===== config.mk =====
export PLATFORM = sky130hd
export DESIGN_NAME = decode_stage
export DESIGN_NICKNAME = d
export VERILOG_FILES = /design/src/core_pkg.sv /design/src/isa_pkg.sv /design/src/decode_stage.sv
export SDC_FILE = /design/constraint.sdc
export NUM_CORES = 1
export LEC_CHECK = 0
export BUFFER_PORTS_ARGS = -buffer_cell sky130_fd_sc_hd__buf_4
export CAP_MARGIN = 30
export CORE_ASPECT_RATIO = 1.75
export CORE_MARGIN = 2
export CORE_UTILIZATION = 45
export DETAILED_ROUTE_END_ITERATION = 10
export PLACE_DENSITY_LB_ADDON = 0.08
export SLEW_MARGIN = 10
export SYNTH_ARGS = -nofsm -noshare
export SYNTH_HDL_FRONTEND = slang
export SYNTH_SLANG_ARGS = --single-unit

===== constraint.sdc =====
create_clock -name clk -period 2.52 [get_ports clk]
set_clock_uncertainty 0.15 [all_clocks]
set_input_delay 0.504 -clock clk [delete_from_list [all_inputs] [get_ports clk]]
set_output_delay 0.504 -clock clk [all_outputs]
set_load 0.05 [all_outputs]

===== src/core_pkg.sv =====
package core_pkg;

    localparam int WORD_W     = 32;
    localparam int REG_ADDR_W = 5;
    localparam int NUM_REGS   = 32;

    // alu operations
    localparam int ALU_OP_W = 3;
    localparam logic [ALU_OP_W-1:0] ALU_ADD    = 3'd0;
    localparam logic [ALU_OP_W-1:0] ALU_SUB    = 3'd1;
    localparam logic [ALU_OP_W-1:0] ALU_AND    = 3'd2;
    localparam logic [ALU_OP_W-1:0] ALU_OR     = 3'd3;
    localparam logic [ALU_OP_W-1:0] ALU_XOR    = 3'd4;
    localparam logic [ALU_OP_W-1:0] ALU_SLT    = 3'd5;
    localparam logic [ALU_OP_W-1:0] ALU_LUI    = 3'd6;
    localparam logic [ALU_OP_W-1:0] ALU_PASS_B = 3'd7;

    // hi/lo operations
    localparam int HILO_OP_W = 3;
    localparam logic [HILO_OP_W-1:0] HILO_NONE  = 3'd0;
    localparam logic [HILO_OP_W-1:0] HILO_MULT  = 3'd1;
    localparam logic [HILO_OP_W-1:0] HILO_MULTU = 3'd2;
    localparam logic [HILO_OP_W-1:0] HILO_MADD  = 3'd3;
    localparam logic [HILO_OP_W-1:0] HILO_MSUB  = 3'd4;
    localparam logic [HILO_OP_W-1:0] HILO_MTHI  = 3'd5;
    localparam logic [HILO_OP_W-1:0] HILO_MTLO  = 3'd6;

    // result source
    localparam int RES_SEL_W = 2;
    localparam logic [RES_SEL_W-1:0] RES_ALU = 2'd0;
    localparam logic [RES_SEL_W-1:0] RES_HI  = 2'd1;
    localparam logic [RES_SEL_W-1:0] RES_LO  = 2'd2;

endpackage


===== src/isa_pkg.sv =====
package isa_pkg;

    // major opcodes
    localparam logic [5:0] OP_SPECIAL  = 6'h00;
    localparam logic [5:0] OP_SPECIAL2 = 6'h1C;
    localparam logic [5:0] OP_ADDIU    = 6'h09;
    localparam logic [5:0] OP_ORI      = 6'h0D;
    localparam logic [5:0] OP_LUI      = 6'h0F;

    // funct field under SPECIAL
    localparam logic [5:0] FN_ADDU  = 6'h21;
    localparam logic [5:0] FN_SUBU  = 6'h23;
    localparam logic [5:0] FN_AND   = 6'h24;
    localparam logic [5:0] FN_OR    = 6'h25;
    localparam logic [5:0] FN_XOR   = 6'h26;
    localparam logic [5:0] FN_SLT   = 6'h2A;
    localparam logic [5:0] FN_MULT  = 6'h18;
    localparam logic [5:0] FN_MULTU = 6'h19;
    localparam logic [5:0] FN_MFHI  = 6'h10;
    localparam logic [5:0] FN_MTHI  = 6'h11;
    localparam logic [5:0] FN_MFLO  = 6'h12;
    localparam logic [5:0] FN_MTLO  = 6'h13;

    // funct field under SPECIAL2
    localparam logic [5:0] FN_MADD = 6'h00;
    localparam logic [5:0] FN_MSUB = 6'h04;

    // one instruction word, read as R-type or as I-type
    typedef union packed {
        struct packed {
            logic [5:0] opcode;
            logic [4:0] rs;
            logic [4:0] rt;
            logic [4:0] rd;
            logic [4:0] shamt;
            logic [5:0] funct;
        } r;
        struct packed {
            logic [5:0]  opcode;
            logic [4:0]  rs;
            logic [4:0]  rt;
            logic [15:0] imm;
        } i;
    } instr_word_t;

endpackage


===== src/decode_stage.sv =====
`timescale 1ns/10ps

module decode_stage (
    input  logic                             clk,
    input  logic                             reset,
    input  logic                             i_in_valid,
    input  isa_pkg::instr_word_t             i_in_instr,
    input  logic                             i_ex_ready,
    output logic                             o_in_ready,
    output logic                             o_valid,
    output logic [core_pkg::REG_ADDR_W-1:0]  o_rs,
    output logic [core_pkg::REG_ADDR_W-1:0]  o_rt,
    output logic [core_pkg::REG_ADDR_W-1:0]  o_rd,
    output logic                             o_wen,
    output logic [core_pkg::ALU_OP_W-1:0]    o_alu_op,
    output logic [core_pkg::HILO_OP_W-1:0]   o_hilo_op,
    output logic [core_pkg::RES_SEL_W-1:0]   o_res_sel,
    output logic                             o_use_imm,
    output logic [core_pkg::WORD_W-1:0]      o_imm
);

    logic                            dec_wen;
    logic [core_pkg::REG_ADDR_W-1:0] dec_rd;
    logic [core_pkg::ALU_OP_W-1:0]   dec_alu_op;
    logic [core_pkg::HILO_OP_W-1:0]  dec_hilo_op;
    logic [core_pkg::RES_SEL_W-1:0]  dec_res_sel;
    logic                            dec_use_imm;
    logic [core_pkg::WORD_W-1:0]     dec_imm;
    logic                            take;

    // register empties or moves on this cycle
    assign o_in_ready = ~o_valid | i_ex_ready;
    assign take       = i_in_valid & o_in_ready;

    always_comb begin
        dec_wen     = 1'b0;
        dec_rd      = i_in_instr.i.rt;
        dec_alu_op  = core_pkg::ALU_PASS_B;
        dec_hilo_op = core_pkg::HILO_NONE;
        dec_res_sel = core_pkg::RES_ALU;
        dec_use_imm = 1'b0;
        dec_imm     = {{(core_pkg::WORD_W-16){1'b0}}, i_in_instr.i.imm};
        case (i_in_instr.r.opcode)
            isa_pkg::OP_SPECIAL: begin
                // r-type results go to rd
                dec_rd  = i_in_instr.r.rd;
                dec_wen = 1'b1;
                case (i_in_instr.r.funct)
                    isa_pkg::FN_ADDU:  dec_alu_op = core_pkg::ALU_ADD;
                    isa_pkg::FN_SUBU:  dec_alu_op = core_pkg::ALU_SUB;
                    isa_pkg::FN_AND:   dec_alu_op = core_pkg::ALU_AND;
                    isa_pkg::FN_OR:    dec_alu_op = core_pkg::ALU_OR;
                    isa_pkg::FN_XOR:   dec_alu_op = core_pkg::ALU_XOR;
                    isa_pkg::FN_SLT:   dec_alu_op = core_pkg::ALU_SLT;
                    isa_pkg::FN_MFHI:  dec_res_sel = core_pkg::RES_HI;
                    isa_pkg::FN_MFLO:  dec_res_sel = core_pkg::RES_LO;
                    isa_pkg::FN_MULT:  dec_hilo_op = core_pkg::HILO_MULT;
                    isa_pkg::FN_MULTU: dec_hilo_op = core_pkg::HILO_MULTU;
                    isa_pkg::FN_MTHI:  dec_hilo_op = core_pkg::HILO_MTHI;
                    isa_pkg::FN_MTLO:  dec_hilo_op = core_pkg::HILO_MTLO;
                    default:           dec_wen = 1'b0;
                endcase
                // hi/lo writers leave the register file alone
                if (dec_hilo_op != core_pkg::HILO_NONE) begin
                    dec_wen = 1'b0;
                end
            end
            isa_pkg::OP_SPECIAL2: begin
                dec_rd = i_in_instr.r.rd;
                if (i_in_instr.r.funct == isa_pkg::FN_MADD) begin
                    dec_hilo_op = core_pkg::HILO_MADD;
                end else if (i_in_instr.r.funct == isa_pkg::FN_MSUB) begin
                    dec_hilo_op = core_pkg::HILO_MSUB;
                end
            end
            isa_pkg::OP_ADDIU: begin
                dec_wen     = 1'b1;
                dec_alu_op  = core_pkg::ALU_ADD;
                dec_use_imm = 1'b1;
                dec_imm     = {{(core_pkg::WORD_W-16){i_in_instr.i.imm[15]}},
                               i_in_instr.i.imm};
            end
            isa_pkg::OP_ORI: begin
                dec_wen     = 1'b1;
                dec_alu_op  = core_pkg::ALU_OR;
                dec_use_imm = 1'b1;
            end
            isa_pkg::OP_LUI: begin
                dec_wen     = 1'b1;
                dec_alu_op  = core_pkg::ALU_LUI;
                dec_use_imm = 1'b1;
            end
            default: ;
        endcase
    end

    always_ff @(posedge clk) begin
        if (reset) begin
            o_valid <= 1'b0;
        end else if (take) begin
            o_valid <= 1'b1;
        end else if (i_ex_ready) begin
            o_valid <= 1'b0;
        end
    end

    // decoded payload
    always_ff @(posedge clk) begin
        if (take) begin
            o_rs      <= i_in_instr.r.rs;
            o_rt      <= i_in_instr.r.rt;
            o_rd      <= dec_rd;
            o_wen     <= dec_wen;
            o_alu_op  <= dec_alu_op;
            o_hilo_op <= dec_hilo_op;
            o_res_sel <= dec_res_sel;
            o_use_imm <= dec_use_imm;
            o_imm     <= dec_imm;
        end
    end

endmodule


==> results <==
- The placement row count is 30.
- The average wire per standard cell is 14.9 um.
- The maximum number of pins on one net before global-route repair is 43.
- The TritonCTS sink count is 43.
- The post-cts hold buffer count is 0.
- Setup violations remaining at the end of the flow were counted as 0.
- Counting both buffers and inverters, the worst setup path holds a total of 1.
- The worst hold path begins at reset.
- Setup repair after global routing left no endpoint under its margin.
- Of the synthesized area, sequential elements account for 69.9%.
- The data arrival time of the worst path is 1.20 ns.
- The sum of met3 wire segment lengths after detailed routing is 226 um.
- The worst hold path was traced through 2 stages.
- The worst-path maximum fanout is 16.
- Summing all multi-input logic gate instances after layout gives 400 um^2.
- The area of the die is 4620 um^2.
- The headroom to the max-slew limit is 65.6%.
- The TritonCTS clock tree is yes.
- The sum of negative setup slack is 0 ns.
- After detailed routing, no signal wire sits above met4.
- Summed over all nets, wire length on met2 after detailed routing comes to 2.25 mm.
- The total power divided by cell area is 696 nW/um^2.
- The total count of hold-check failures in the final report was 0.
- The worst-skew pair later-pin latency is 0.28 ns.
- Across the VDD grid, the largest voltage drop is 0.595 mV.
- Summed over all nets, the half-perimeter wirelength after detailed placement is 2.92 mm.
- The number of nets handed over by synthesis was 159.
- The combined area of all synthesized cells is 1830 um^2.
- The capture point of the worst path is o_imm[19].
- The global-route wire length before repair is 5.67 mm.
- The via count normalized by instance count is 5.00.
- After detailed routing, the total wire length is 3.81 mm.
- The area inside the core boundary is 3900 um^2.
- Pin placement for this block handled 95 I/O pins.
- The max capacitance violation total is 0.
- The repair_antennas step left the layout with diodes totalling 0.
- The number of DRC violations after detailed-routing iteration 0 is 24.
- The longest clock path from root to sink contains 2 buffers.
- The worst hold slack is 0.220 ns.
- The maximum clock frequency is 541 MHz.
- The source of the worst register-to-register timing path is o_valid$_SDFFE_PP0P_.
- The static leakage is 1.09 nW.
- The total of fill cells in the finished design is 293.
- The residual antenna-violating net count after detailed routing is 0.
- Port buffering added 94 buffers.
- The via count of the routed design is 1281.
- The cell at the root of the clock tree is sky130_fd_sc_hd__clkbuf_8.
- The sum of routed wire segments on met1 is 1.29 mm.
- After detailed routing, the number of remaining DRC violations is 0.
- The via count of the first global-routing pass was 1215.
- The critical path data required time is 1.87 ns.
- The mean instance size in the synthesized netlist is 14.9 um^2.
- The number of standard cells after synthesis is 123.
- After global routing the overflow that remains totals 0.
- In this run the number of H-tree levels came out at 2.
- Gates resized during post-CTS repair numbered 0.
- The number of post-CTS setup repair buffers is 0.
- Measured along the y axis, the die boundary spans 88.4 um.
- For this design, the slowest cell found on the critical path is sky130_fd_sc_hd__edfxtp_1.
- The worst setup path is captured at an output port.
- The slack of the worst reg-to-reg path is 1.20 ns.
- The final weighted congestion in routability-driven placement is 0.882.
- The synthesized design contains 43 register bits.
- The number of clock buffers inserted by TritonCTS is 5.
- The worst register-to-register path has a depth of 3.
- The initial core utilization is 46.9%.
- The clock transition at the registers of the reported paths is 0.07 ns.
- The count of flip-flops with a built-in enable after synthesis is 42.
- In this run the critical register-to-register path is captured at o_imm[14]$_DFFE_PP_.
- The flip-flop and latch area is 1280 um^2.
- Yosys mapped the design onto 40 distinct sky130hd cell types.
- In this run the number of cells on the critical path is 1.
- The startpoint type of the worst setup path is a flip-flop.
- The share of flip-flops with an asynchronous set or reset is 0%.
- The detailed-routing iteration count for the pre-antenna-repair pass is 5.
- The final net count is 243.
- The area growth from synthesis to layout is 43.0%.
- The Yosys step of the flow raised 0 warnings.
- The slew at the pin closest to its max-slew limit is 0.513 ns.
- The critical path goes through buf_4.
- The flow ran to the end, and the final reports show no timing, DRC or antenna violations.
- The cell class contributing the biggest share of worst-path delay is flip-flops.
- The proportion of layout cells with a drive suffix above 1 is 51.0%.
- The class of the most critical hold timing path is input port to flip-flop.
- The routed design could run at a clock period as short as 1.85 ns.
- The launch point of the critical path is o_imm[16]$_SDFFCE_PN0P_.
- The number of max-slew violations in the final report is 0.
- The worst setup path is of the flip-flop to output port kind.
- In this run the horizontal extent of the chip is 52.2 um.
- The largest incremental delay on the critical path is 0.62 ns.
- The number of antenna violations at the first check in global routing was 0.
- Global routing used 17.2% of the available tracks.
- In the synthesized netlist the dominant register cell turns out to be sky130_fd_sc_hd__edfxtp_1.
- The share of the clock period used by the worst path is 73.4%.
-- power by group --
part	switching, mW	internal (mW)
Combinational	0.255	0.118
Clock	0.209	0.396
Sequential	0.0139	0.830
-- cell type report --
class                   count  share of cell area (%)
clock inverters             2                    2.29
clock buffers               6                    2.77
repair buffers             95                    27.7
multi-input cells          57                    15.3
well taps                  48                    2.29
inverters                   5                   0.717
flip-flops and latches     43                    48.9
-- per-stage QoR --
stage,worst slack [ns],area [um^2],total power [mW],cells,utilization (%)
CTS,0.639,2600,1.84,255,66.6
global route,0.556,2620,1.89,256,67.1
floorplan,0.324,1830,1.11,123,-
finish,0.671,2620,1.82,256,67.1
global placement,0.462,2470,1.23,247,63.2
detailed placement,0.419,2470,1.23,247,63.2
-- cell usage after synthesis (2+ instances only) --
| cell | instances | area share, % |
|---|---|---|
| sky130_fd_sc_hd__a21oi_1 | 3 | 0.82 |
| sky130_fd_sc_hd__mux2_1 | 5 | 3.1 |
| sky130_fd_sc_hd__buf_4 | 15 | 6.1 |
| sky130_fd_sc_hd__edfxtp_1 | 42 | 69 |
| sky130_fd_sc_hd__nand2_1 | 5 | 1.0 |
| sky130_fd_sc_hd__nor4_1 | 2 | 0.68 |
| sky130_fd_sc_hd__nor2_1 | 4 | 0.82 |
| sky130_fd_sc_hd__inv_1 | 5 | 1.0 |
| sky130_fd_sc_hd__o31a_1 | 2 | 0.96 |
| sky130_fd_sc_hd__nand2b_1 | 4 | 1.4 |
| sky130_fd_sc_hd__o21ai_1 | 2 | 0.55 |
| sky130_fd_sc_hd__o21ai_0 | 3 | 0.82 |
| sky130_fd_sc_hd__nor3_1 | 3 | 0.82 |
| sky130_fd_sc_hd__nand3_1 | 2 | 0.55 |
-- cell usage in the layout, fill, tap and decap left out, types with 2 or more instances in the layout --
master                       n
sky130_fd_sc_hd__nor3_1      3
sky130_fd_sc_hd__nand3_1     2
sky130_fd_sc_hd__nor2_1      4
sky130_fd_sc_hd__o21ai_0     3
sky130_fd_sc_hd__mux2_1      5
sky130_fd_sc_hd__clkbuf_8    5
sky130_fd_sc_hd__edfxtp_1   42
sky130_fd_sc_hd__nor4_1      2
sky130_fd_sc_hd__a21oi_1     3
sky130_fd_sc_hd__nand2b_1    4
sky130_fd_sc_hd__buf_4      94
sky130_fd_sc_hd__nand2_1     5
sky130_fd_sc_hd__o31a_1      2
sky130_fd_sc_hd__o21ai_1     2
sky130_fd_sc_hd__bufinv_16   2
sky130_fd_sc_hd__inv_1       5
-- cell families (layout without fill, tap and decap cells) --
group,Yosys count,in the layout,synth area share (%)
DFF,43,43,69.9
and+or+nand+nor,31,31,10.3
buffers and inverters,23,108,8.26
AOI/OAI and AO/OA,19,19,7.45
muxes,5,5,3.07
xor gates and xnor gates,2,2,0.956
-- sequential cells by signal, summed over array words and instances (netlist names) --
signal,cells
o_wen,1
o_rt,5
o_use_imm,1
o_imm,17
o_hilo_op,3
o_alu_op,3
o_valid,1
o_res_sel,2
o_rd,5
o_rs,5
-- worst min-delay path by stage --
stage	end	slack, ns
3_3_place_gp	o_valid$_SDFFE_PP0P_	0.34
6_report	o_valid$_SDFFE_PP0P_	0.22
5_1_grt	o_valid$_SDFFE_PP0P_	0.21
4_1_cts	o_valid$_SDFFE_PP0P_	0.21
3_5_place_dp	o_valid$_SDFFE_PP0P_	0.37
2_1_floorplan	o_valid$_SDFFE_PP0P_	0.42
-- layer usage --
metal	vias up	global-route usage, %
met5	-	0
met3	4	4.05
met4	0	7.69
li1	617	-
met2	51	32.7
met1	609	17.0
No activity file was read; power rests on OpenSTA's default activity.
