<file path="config.mk">
export PLATFORM = sky130hd
export DESIGN_NAME = execute_stage
export DESIGN_NICKNAME = d
export VERILOG_FILES = /design/src/core_pkg.sv /design/src/execute_stage.sv
export SDC_FILE = /design/constraint.sdc
export NUM_CORES = 1
export LEC_CHECK = 0
export BUFFER_PORTS_ARGS = -buffer_cell sky130_fd_sc_hd__buf_4
export CAP_MARGIN = 20
export CELL_PAD_IN_SITES_DETAIL_PLACEMENT = 0
export CELL_PAD_IN_SITES_GLOBAL_PLACEMENT = 1
export CORE_MARGIN = 3
export CORE_UTILIZATION = 35
export DETAILED_ROUTE_END_ITERATION = 7
export PLACE_DENSITY_LB_ADDON = 0.1
export SLEW_MARGIN = 20
export SYNTH_ARGS = -nofsm -noshare
export SYNTH_HDL_FRONTEND = slang
export SYNTH_SLANG_ARGS = --single-unit
</file>
<file path="constraint.sdc">
create_clock -name clk -period 6.4 [get_ports clk]
set_clock_uncertainty 0.2 [all_clocks]
set_input_delay 0.64 -clock clk [delete_from_list [all_inputs] [get_ports clk]]
set_output_delay 0.64 -clock clk [all_outputs]
set_load 0.01 [all_outputs]
</file>
<file path="src/core_pkg.sv">
package core_pkg;

    localparam int WORD_W     = 32;
    localparam int REG_ADDR_W = 5;
    localparam int NUM_REGS   = 32;

    // alu operations
    localparam int ALU_OP_W = 3;
    localparam logic [ALU_OP_W-1:0] ALU_ADD    = 3'd0;
    localparam logic [ALU_OP_W-1:0] ALU_SUB    = 3'd1;
    localparam logic [ALU_OP_W-1:0] ALU_AND    = 3'd2;
    localparam logic [ALU_OP_W-1:0] ALU_OR     = 3'd3;
    localparam logic [ALU_OP_W-1:0] ALU_XOR    = 3'd4;
    localparam logic [ALU_OP_W-1:0] ALU_SLT    = 3'd5;
    localparam logic [ALU_OP_W-1:0] ALU_LUI    = 3'd6;
    localparam logic [ALU_OP_W-1:0] ALU_PASS_B = 3'd7;

    // hi/lo operations
    localparam int HILO_OP_W = 3;
    localparam logic [HILO_OP_W-1:0] HILO_NONE  = 3'd0;
    localparam logic [HILO_OP_W-1:0] HILO_MULT  = 3'd1;
    localparam logic [HILO_OP_W-1:0] HILO_MULTU = 3'd2;
    localparam logic [HILO_OP_W-1:0] HILO_MADD  = 3'd3;
    localparam logic [HILO_OP_W-1:0] HILO_MSUB  = 3'd4;
    localparam logic [HILO_OP_W-1:0] HILO_MTHI  = 3'd5;
    localparam logic [HILO_OP_W-1:0] HILO_MTLO  = 3'd6;

    // result source
    localparam int RES_SEL_W = 2;
    localparam logic [RES_SEL_W-1:0] RES_ALU = 2'd0;
    localparam logic [RES_SEL_W-1:0] RES_HI  = 2'd1;
    localparam logic [RES_SEL_W-1:0] RES_LO  = 2'd2;

endpackage

</file>
<file path="src/execute_stage.sv">
`timescale 1ns/10ps

module execute_stage (
    input  logic                            clk,
    input  logic                            reset,
    input  logic                            i_valid,
    input  logic [core_pkg::REG_ADDR_W-1:0] i_rs,
    input  logic [core_pkg::REG_ADDR_W-1:0] i_rt,
    input  logic [core_pkg::REG_ADDR_W-1:0] i_rd,
    input  logic                            i_wen,
    input  logic [core_pkg::ALU_OP_W-1:0]   i_alu_op,
    input  logic [core_pkg::HILO_OP_W-1:0]  i_hilo_op,
    input  logic [core_pkg::RES_SEL_W-1:0]  i_res_sel,
    input  logic                            i_use_imm,
    input  logic [core_pkg::WORD_W-1:0]     i_imm,
    input  logic [core_pkg::WORD_W-1:0]     i_rd1,
    input  logic [core_pkg::WORD_W-1:0]     i_rd2,
    input  logic [core_pkg::WORD_W-1:0]     i_hi,
    input  logic [core_pkg::WORD_W-1:0]     i_lo,
    input  logic                            i_out_ready,
    output logic                            o_ready,
    output logic [core_pkg::REG_ADDR_W-1:0] o_ra1,
    output logic [core_pkg::REG_ADDR_W-1:0] o_ra2,
    output logic                            o_hilo_update,
    output logic [core_pkg::WORD_W-1:0]     o_a,
    output logic [core_pkg::WORD_W-1:0]     o_b,
    output logic                            o_out_valid,
    output logic                            o_out_wen,
    output logic [core_pkg::REG_ADDR_W-1:0] o_out_rd,
    output logic [core_pkg::WORD_W-1:0]     o_out_data
);

    logic                        move_in;
    logic                        held_writes;
    logic [core_pkg::WORD_W-1:0] reg_b;
    logic [core_pkg::WORD_W-1:0] alu_res;
    logic [core_pkg::WORD_W-1:0] result;

    assign o_ready = ~o_out_valid | i_out_ready;
    assign move_in = i_valid & o_ready;
    assign o_ra1   = i_rs;
    assign o_ra2   = i_rt;

    // held beat not yet in the register file
    assign held_writes = o_out_valid & o_out_wen & (o_out_rd != '0);

    assign o_a   = (held_writes && (o_out_rd == i_rs)) ? o_out_data : i_rd1;
    assign reg_b = (held_writes && (o_out_rd == i_rt)) ? o_out_data : i_rd2;
    assign o_b   = i_use_imm ? i_imm : reg_b;

    assign o_hilo_update = move_in & (i_hilo_op != core_pkg::HILO_NONE);

    always_comb begin
        case (i_alu_op)
            core_pkg::ALU_ADD:    alu_res = o_a + o_b;
            core_pkg::ALU_SUB:    alu_res = o_a - o_b;
            core_pkg::ALU_AND:    alu_res = o_a & o_b;
            core_pkg::ALU_OR:     alu_res = o_a | o_b;
            core_pkg::ALU_XOR:    alu_res = o_a ^ o_b;
            // signed compare
            core_pkg::ALU_SLT:    alu_res = {{(core_pkg::WORD_W-1){1'b0}},
                                             $signed(o_a) < $signed(o_b)};
            core_pkg::ALU_LUI:    alu_res = {o_b[15:0], 16'h0000};
            core_pkg::ALU_PASS_B: alu_res = o_b;
            default:              alu_res = o_b;
        endcase
    end

    always_comb begin
        case (i_res_sel)
            core_pkg::RES_HI: result = i_hi;
            core_pkg::RES_LO: result = i_lo;
            default:          result = alu_res;
        endcase
    end

    always_ff @(posedge clk) begin
        if (reset) begin
            o_out_valid <= 1'b0;
        end else if (move_in) begin
            o_out_valid <= 1'b1;
        end else if (i_out_ready) begin
            o_out_valid <= 1'b0;
        end
    end

    always_ff @(posedge clk) begin
        if (move_in) begin
            o_out_wen  <= i_wen;
            o_out_rd   <= i_rd;
            o_out_data <= result;
        end
    end

    a_out_stable: assert property (@(posedge clk) disable iff (reset)
        (o_out_valid && !i_out_ready) |=>
            (o_out_valid && $stable(o_out_wen) && $stable(o_out_rd)
             && $stable(o_out_data)));

endmodule

</file>
==> flow_summary.toml, run 1 <==
[drt]
routedWlPerCell_um = 23.4
vias = 10400
dr.first_iter.drc_count = 891
postRouteAntennaNets = 0
routed_wl_mm = 40.9
dr.pass1.iters = 5
route.detailed.drc = 0
viasPerCell = 5.92

[grt]
grt_max_degree = 42
grt_pass1_vias = 10200
grt_first_pass_wirelength_mm = 60.8
grt-ovfl-total = 0
grt_usage_pct = 29.6
antenna_found_initial = 1

[critical_path]
critPathKind = "flop to flop"
arrival_ps = 5640
start_kind = "flop"
end_kind = "flop"
critPathRequiredTime_ps = 6280
path_max_fanout = 8

[cells_and_area]
fillers = 2489
drive_above_1_share_pct = 26.6
syn_to_final_growth_pct = 32.0
fin_area_um2 = 11300
fin_cells = 1750
nets = 1713
multiInputGateArea_um2 = 6580
ff_latch_area_um2 = 1160
diodes = 0

[synth]
yosys_warnings = 0
yosys_register_bits = 39
synth-seq-area-share_pct = 13.6
netlist_instances = 1177
synth_top_area_cell = "ha_1"
syn_area_um2 = 8530
synth_ff_type = "edfxtp_1"
synth_area_leaders = "ha_1 (14%), edfxtp_1 (13%), mux2i_1 (6.9%), a21oi_1 (6.3%), o21ai_0 (5.3%)"
netlist.area_leader.share_pct = 13.6
synth_async_sr_flop_share_pct = 0
syn_area_per_cell_um2 = 7.25
synth_cell_types = 75
post-synth-top-count-cell = "inv_1"
synth_edf_count = 38
synthesis.nets = 1460
synth_commonest_cells = "inv_1 (115), a21oi_1 (108), nor2_1 (97)"

[place]
placed_cell_area_um2 = 11100
portBuffers = 303
preCtsSetupSlack_ps = 483
routabilityCongestion = 1.00
place_inst = 1742
dp.final_hpwl_mm = 32.1

[pwr]
ir_worst_vdd_uv = 93.7
p_per_area_nw_per_um2 = 149
p_leak_nw = 4.97
power_mw = 1.68

[timing]
setup_tns_ps = 0
max_freq_ghz = 0.173
period_needed_ps = 5760
worst_slew_pin_slew_ps = 977
final-max-slew-violation-count = 0
max_slew_margin_pct = 34.8
finalSetupViolCount = 0
rsz0062_at_grt = "no"
fin_crit_sh_pct = 90.1
setup_ws_ps = 636
timing_hold_violations_final = 0

[die]
num_rows = 56
dieHeight_um = 162
core_um2 = 23700
start_util_pct = 36.0
ioPinCount = 304
dieArea_um2 = 26300
chipWidth_um = 162

[clock_network]
path_clk_slew_ps = 80
clock_path_buffers = 2
ctsRootBufferMaster = "clkbuf_16"
postCtsSetupBuffers = 0
cts_inserted_buffers = 5
clock_latency_ps = 310
cts.sinks = 39
cts_tree = "yes"
cts_max_level = 2
cts-resized-gates = 0
cts_hold_buf = 0

[run_status]
status = "completed"

[flow_run]
drv_cap = 0

[min_path]
min-delay-path-class = "primary input to flop"
## placed cells by master, fill, tap and decap left out, drive strengths merged, types with 15 or more instances in the layout
cell	n
inv	115
a21oi	108
a22oi	19
xnor2	22
ha	93
edfxtp	38
o211ai	22
nor2	97
a221oi	50
nor4	15
mux2i	59
o21ai	95
nand2	85
nor3	27
buf	337
## worst paths after layout
path,startpoint,endpoint,slack [ps],cells after the start
setup / recovery,o_out_rd[0]$_DFFE_PP_,o_out_data[31]$_DFFE_PP_,640,19
hold reg to reg,o_out_valid$_SDFFE_PP0P_,o_out_valid$_SDFFE_PP0P_,330,2
hold / removal,reset,o_out_valid$_SDFFE_PP0P_,270,2
setup reg to reg,o_out_rd[0]$_DFFE_PP_,o_out_data[31]$_DFFE_PP_,640,19
## flip-flops by register name (all words and copies together) (netlist names)
| name | cells |
|---|---|
| o_out_data | 32 |
| o_out_rd | 5 |
| o_out_wen | 1 |
| o_out_valid | 1 |
## power breakdown
part           switching [mW]  internal, mW  leakage, nW  total [mW]
clock                   0.146         0.145       0.0658       0.291
sequential             0.0265         0.320        0.381       0.346
combinational           0.619         0.422         4.53        1.04
## area by class of cell
type                       instances  share of cell area, %
tap                              319                   3.55
timing repair buffer             337                   22.6
clock buffer                       5                   1.11
sequential                        39                   10.3
multi-input combinational        932                   58.4
clock inverter                     3                  0.178
inverter                         115                   3.83
## cell families (layout without fill, tap and decap cells)
kind of cell | after synthesis | in the layout | share of synthesized area (%)
adders and majority gates | 94 | 94 | 13.9
and+or+nand+nor | 294 | 294 | 16.0
muxes | 69 | 69 | 8.24
AOI/OAI and AO/OA | 448 | 448 | 35.9
DFF | 39 | 39 | 13.6
xor gates and xnor gates | 27 | 27 | 2.77
buffers and inverters | 206 | 460 | 9.58
## worst max-delay path: stages (launching register included)
cell	delay, ps
edfxtp_1	540
xnor2_1	240
nand2_1	170
nor3_4	530
buf_4	240
a221o_1	430
inv_1	100
ha_1	460
o21ai_0	180
o21a_1	230
nor4_1	450
buf_4	210
o2111ai_1	170
a21oi_1	240
o211ai_1	150
a31oi_1	200
mux2_2	380
nor3b_1	190
mux2_2	170
nor2_1	40
## stage by stage
step | hold slack (ps) | utilization, %
3_3_place_gp | 321 | 46.9
4_1_cts | 271 | 47.5
3_5_place_dp | 323 | 46.9
2_1_floorplan | 401 | -
5_1_grt | 278 | 47.5
6_report | 274 | 47.5
## per-layer routing
metal | GRT usage [%] | share of wire, % | up-vias
met2 | 48.8 | 46 | 482
met1 | 39.7 | 43 | 4933
met5 | 0 | 0.032 | -
met4 | 9.89 | 3.0 | 2
met3 | 4.51 | 7.3 | 62
li1 | - | - | 4874
Note: power is estimated with default switching activity, not from simulation.
==> run 2: changes to the inputs <==
--- a/config.mk
+++ b/config.mk
@@ -12,6 +12,7 @@
 export CORE_MARGIN = 3
 export CORE_UTILIZATION = 35
 export DETAILED_ROUTE_END_ITERATION = 7
+export GPL_TIMING_DRIVEN = 0
 export PLACE_DENSITY_LB_ADDON = 0.1
 export SLEW_MARGIN = 20
 export SYNTH_ARGS = -nofsm -noshare
==> run 2 against run 1 <==
Worst setup slack lost 410 ps. Non-clock buffer count rose by 61. Cell area increased by 2.6%. Cell count is 3.5% higher. Count of clock-buffer cells in the layout unchanged. Sequential share of layout area fell by 0.26 points. Hold slack improved by 3.3 ps. Core utilization rose by 1.2 points. Total power grew 5.5%. Register-to-register slack worse by 410 ps. Wire length up 18%. Largest cell class unchanged.
==> flow_summary.toml, run 2 (synthesized netlist as in run 1, its figures left out) <==
[run_status]
status = "completed"

[die]
dieArea_um2 = 26300
dieHeight_um = 162
core_um2 = 23700
chipWidth_um = 162
num_rows = 56
start_util_pct = 36.0
ioPinCount = 304

[timing]
max_freq_ghz = 0.162
timing_hold_violations_final = 0
worst_slew_pin_slew_ps = 1090
rsz0062_at_grt = "no"
final-max-slew-violation-count = 0
finalSetupViolCount = 0
max_slew_margin_pct = 26.4
period_needed_ps = 6180
fin_crit_sh_pct = 96.5

[critical_path]
reg2reg_from = "o_out_rd[1]$_DFFE_PP_"
path_cells = "or4_4, o21ai_4, nor3_4, buf_6, mux2i_1, o21ai_1, inv_1, ha_1, clkbuf_1, inv_1, a21oi_1, o21bai_1, a21oi_1, nor3b_1, a32o_1, a31oi_2, a311oi_1, mux2_2, nor2_1"
path_max_fanout = 10
timing.rr.end = "o_out_data[31]$_DFFE_PP_"
critPathKind = "flop to flop"
r2r.worst_path.cells = 19
end_kind = "flop"
start_kind = "flop"
cp_slowest_stage_delay_ps = 740
arrival_ps = 6160
critPathRequiredTime_ps = 6380
crit_slowest_cell = "o21ai_1"
reg2reg_slack_ps = 220
cp_num_buf_inv = 4
crit_family = "compound AO/OA/AOI/OAI gates"

[place]
dp.final_hpwl_mm = 37.5
routabilityCongestion = 1.01
placed_cell_area_um2 = 11200
portBuffers = 302
place_inst = 1799

[cells_and_area]
layout_commonest_cell = "buf_4"
ff_latch_area_um2 = 1160
fillers = 2489
top_regs = "o_out_data (32), o_out_rd (5)"
syn_to_final_growth_pct = 35.4
fin_cells = 1811
regMostFlops = "o_out_data"
final_cell_mix = "buf_4 (318), inv_1 (115), a21oi_1 (108)"
drive_above_1_share_pct = 25.6
multiInputGateArea_um2 = 6640
fin_area_um2 = 11500
largest_register_ff_count = 32
nets = 1774
diodes = 0

[clock_network]
clock_latency_ps = 310
cts.sinks = 39
cts_max_level = 2
cts_hold_buf = 0
path_clk_slew_ps = 80
clock_path_buffers = 2
cts_tree = "yes"
cts_inserted_buffers = 5
ctsRootBufferMaster = "clkbuf_16"

[pwr]
p_per_area_nw_per_um2 = 153
ir_worst_vdd_uv = 108
p_leak_nw = 5.05

[drt]
dr.first_iter.drc_count = 965
routed_wl_mm = 48.1
viasPerCell = 6.01
dr.pass1.iters = 7
routedWlPerCell_um = 26.6
vias = 10900
postRouteAntennaNets = 0
route.detailed.drc = 0

[grt]
grt_pass1_vias = 10500
antenna_found_initial = 2
grt_max_degree = 40
grt_usage_pct = 34.9
grt_first_pass_wirelength_mm = 68.4
grt-ovfl-total = 0

[min_path]
hp-start = "reset"
hold_path_depth = 2
min-delay-path-class = "primary input to flop"
min_to = "o_out_valid$_SDFFE_PP0P_"

[flow_run]
drv_cap = 0
run 2: changes by cell type in the layout (fill, tap and decap cells not counted), moves of 3 or more:
cell      delta
clkbuf_4     +3
buf_6        +5
clkbuf_1    +61
buf_4       -18
o21ai_1      +5
o21ai_0      -9
buf_1        +6
run 2: stage by stage:
step / power, mW / setup TNS, ps / util [%] / hold WS (ps) / setup slack, ps
finish: 1.77 / 0 / 48.8 / 277 / 222
floorplan: 0.955 / 0 / - / 401 / 490
CTS: 1.75 / 0 / 48.6 / 275 / 59.5
global placement: 1.40 / -48890 / 47.3 / 319 / -2440
global route: 1.86 / 0 / 48.8 / 282 / 7.37
detailed placement: 1.40 / -37520 / 47.4 / 329 / -2100
run 2: repair_timing:
item / 4_1_cts / 5_1_grt
pin swaps: 2 / 1
setup endpoints to repair: 29 / 16
setup buffers: 3 / 2
gates resized for setup: 26 / 13
run 2: area by class of cell:
class / count / area share [%]
buffer: 90 / 3.78
clock buffer: 5 / 1.08
clock inverter: 3 / 0.379
inverter: 115 / 3.74
multi-input combinational: 932 / 57.5
sequential: 39 / 10.1
tap: 319 / 3.46
timing repair buffer: 308 / 20.0
run 2: routing by layer:
metal / wire length [um] / GRT usage, % / vias up
li1: - / - / 5010
met1: 20500 / 45.8 / 5257
met2: 22100 / 57.2 / 533
met3: 3690 / 6.40 / 82
met4: 1750 / 12.6 / 4
met5: 27 / 0 / -
run 2: worst register-to-register path, cell delays in order, from the launching register on:
cell and delay, ps:
edfxtp_1 460, or4_4 610, o21ai_4 210, nor3_4 70
buf_6 190, mux2i_1 150, o21ai_1 740, inv_1 160
ha_1 320, clkbuf_1 370, inv_1 270, a21oi_1 190
o21bai_1 70, a21oi_1 310, nor3b_1 550, a32o_1 290
a31oi_2 90, a311oi_1 330, mux2_2 370, nor2_1 100
run 2: worst max path at each step:
stage	to	cells after the start	startpoint
2_1_floorplan	o_out_data[31]$_DFFE_PP_	23	o_out_rd[0]$_DFFE_PP_
3_3_place_gp	o_out_data[31]$_DFFE_PP_	23	i_rt[2]
3_5_place_dp	o_out_data[31]$_DFFE_PP_	23	i_rt[1]
4_1_cts	o_out_data[31]$_DFFE_PP_	20	o_out_rd[0]$_DFFE_PP_
5_1_grt	o_out_data[18]$_DFFE_PP_	20	o_out_rd[1]$_DFFE_PP_
6_report	o_out_data[31]$_DFFE_PP_	19	o_out_rd[1]$_DFFE_PP_
run 2: power breakdown:
| group | switching [mW] | internal, mW |
|---|---|---|
| sequential | 0.0274 | 0.320 |
| clock | 0.153 | 0.186 |
| combinational | 0.663 | 0.421 |
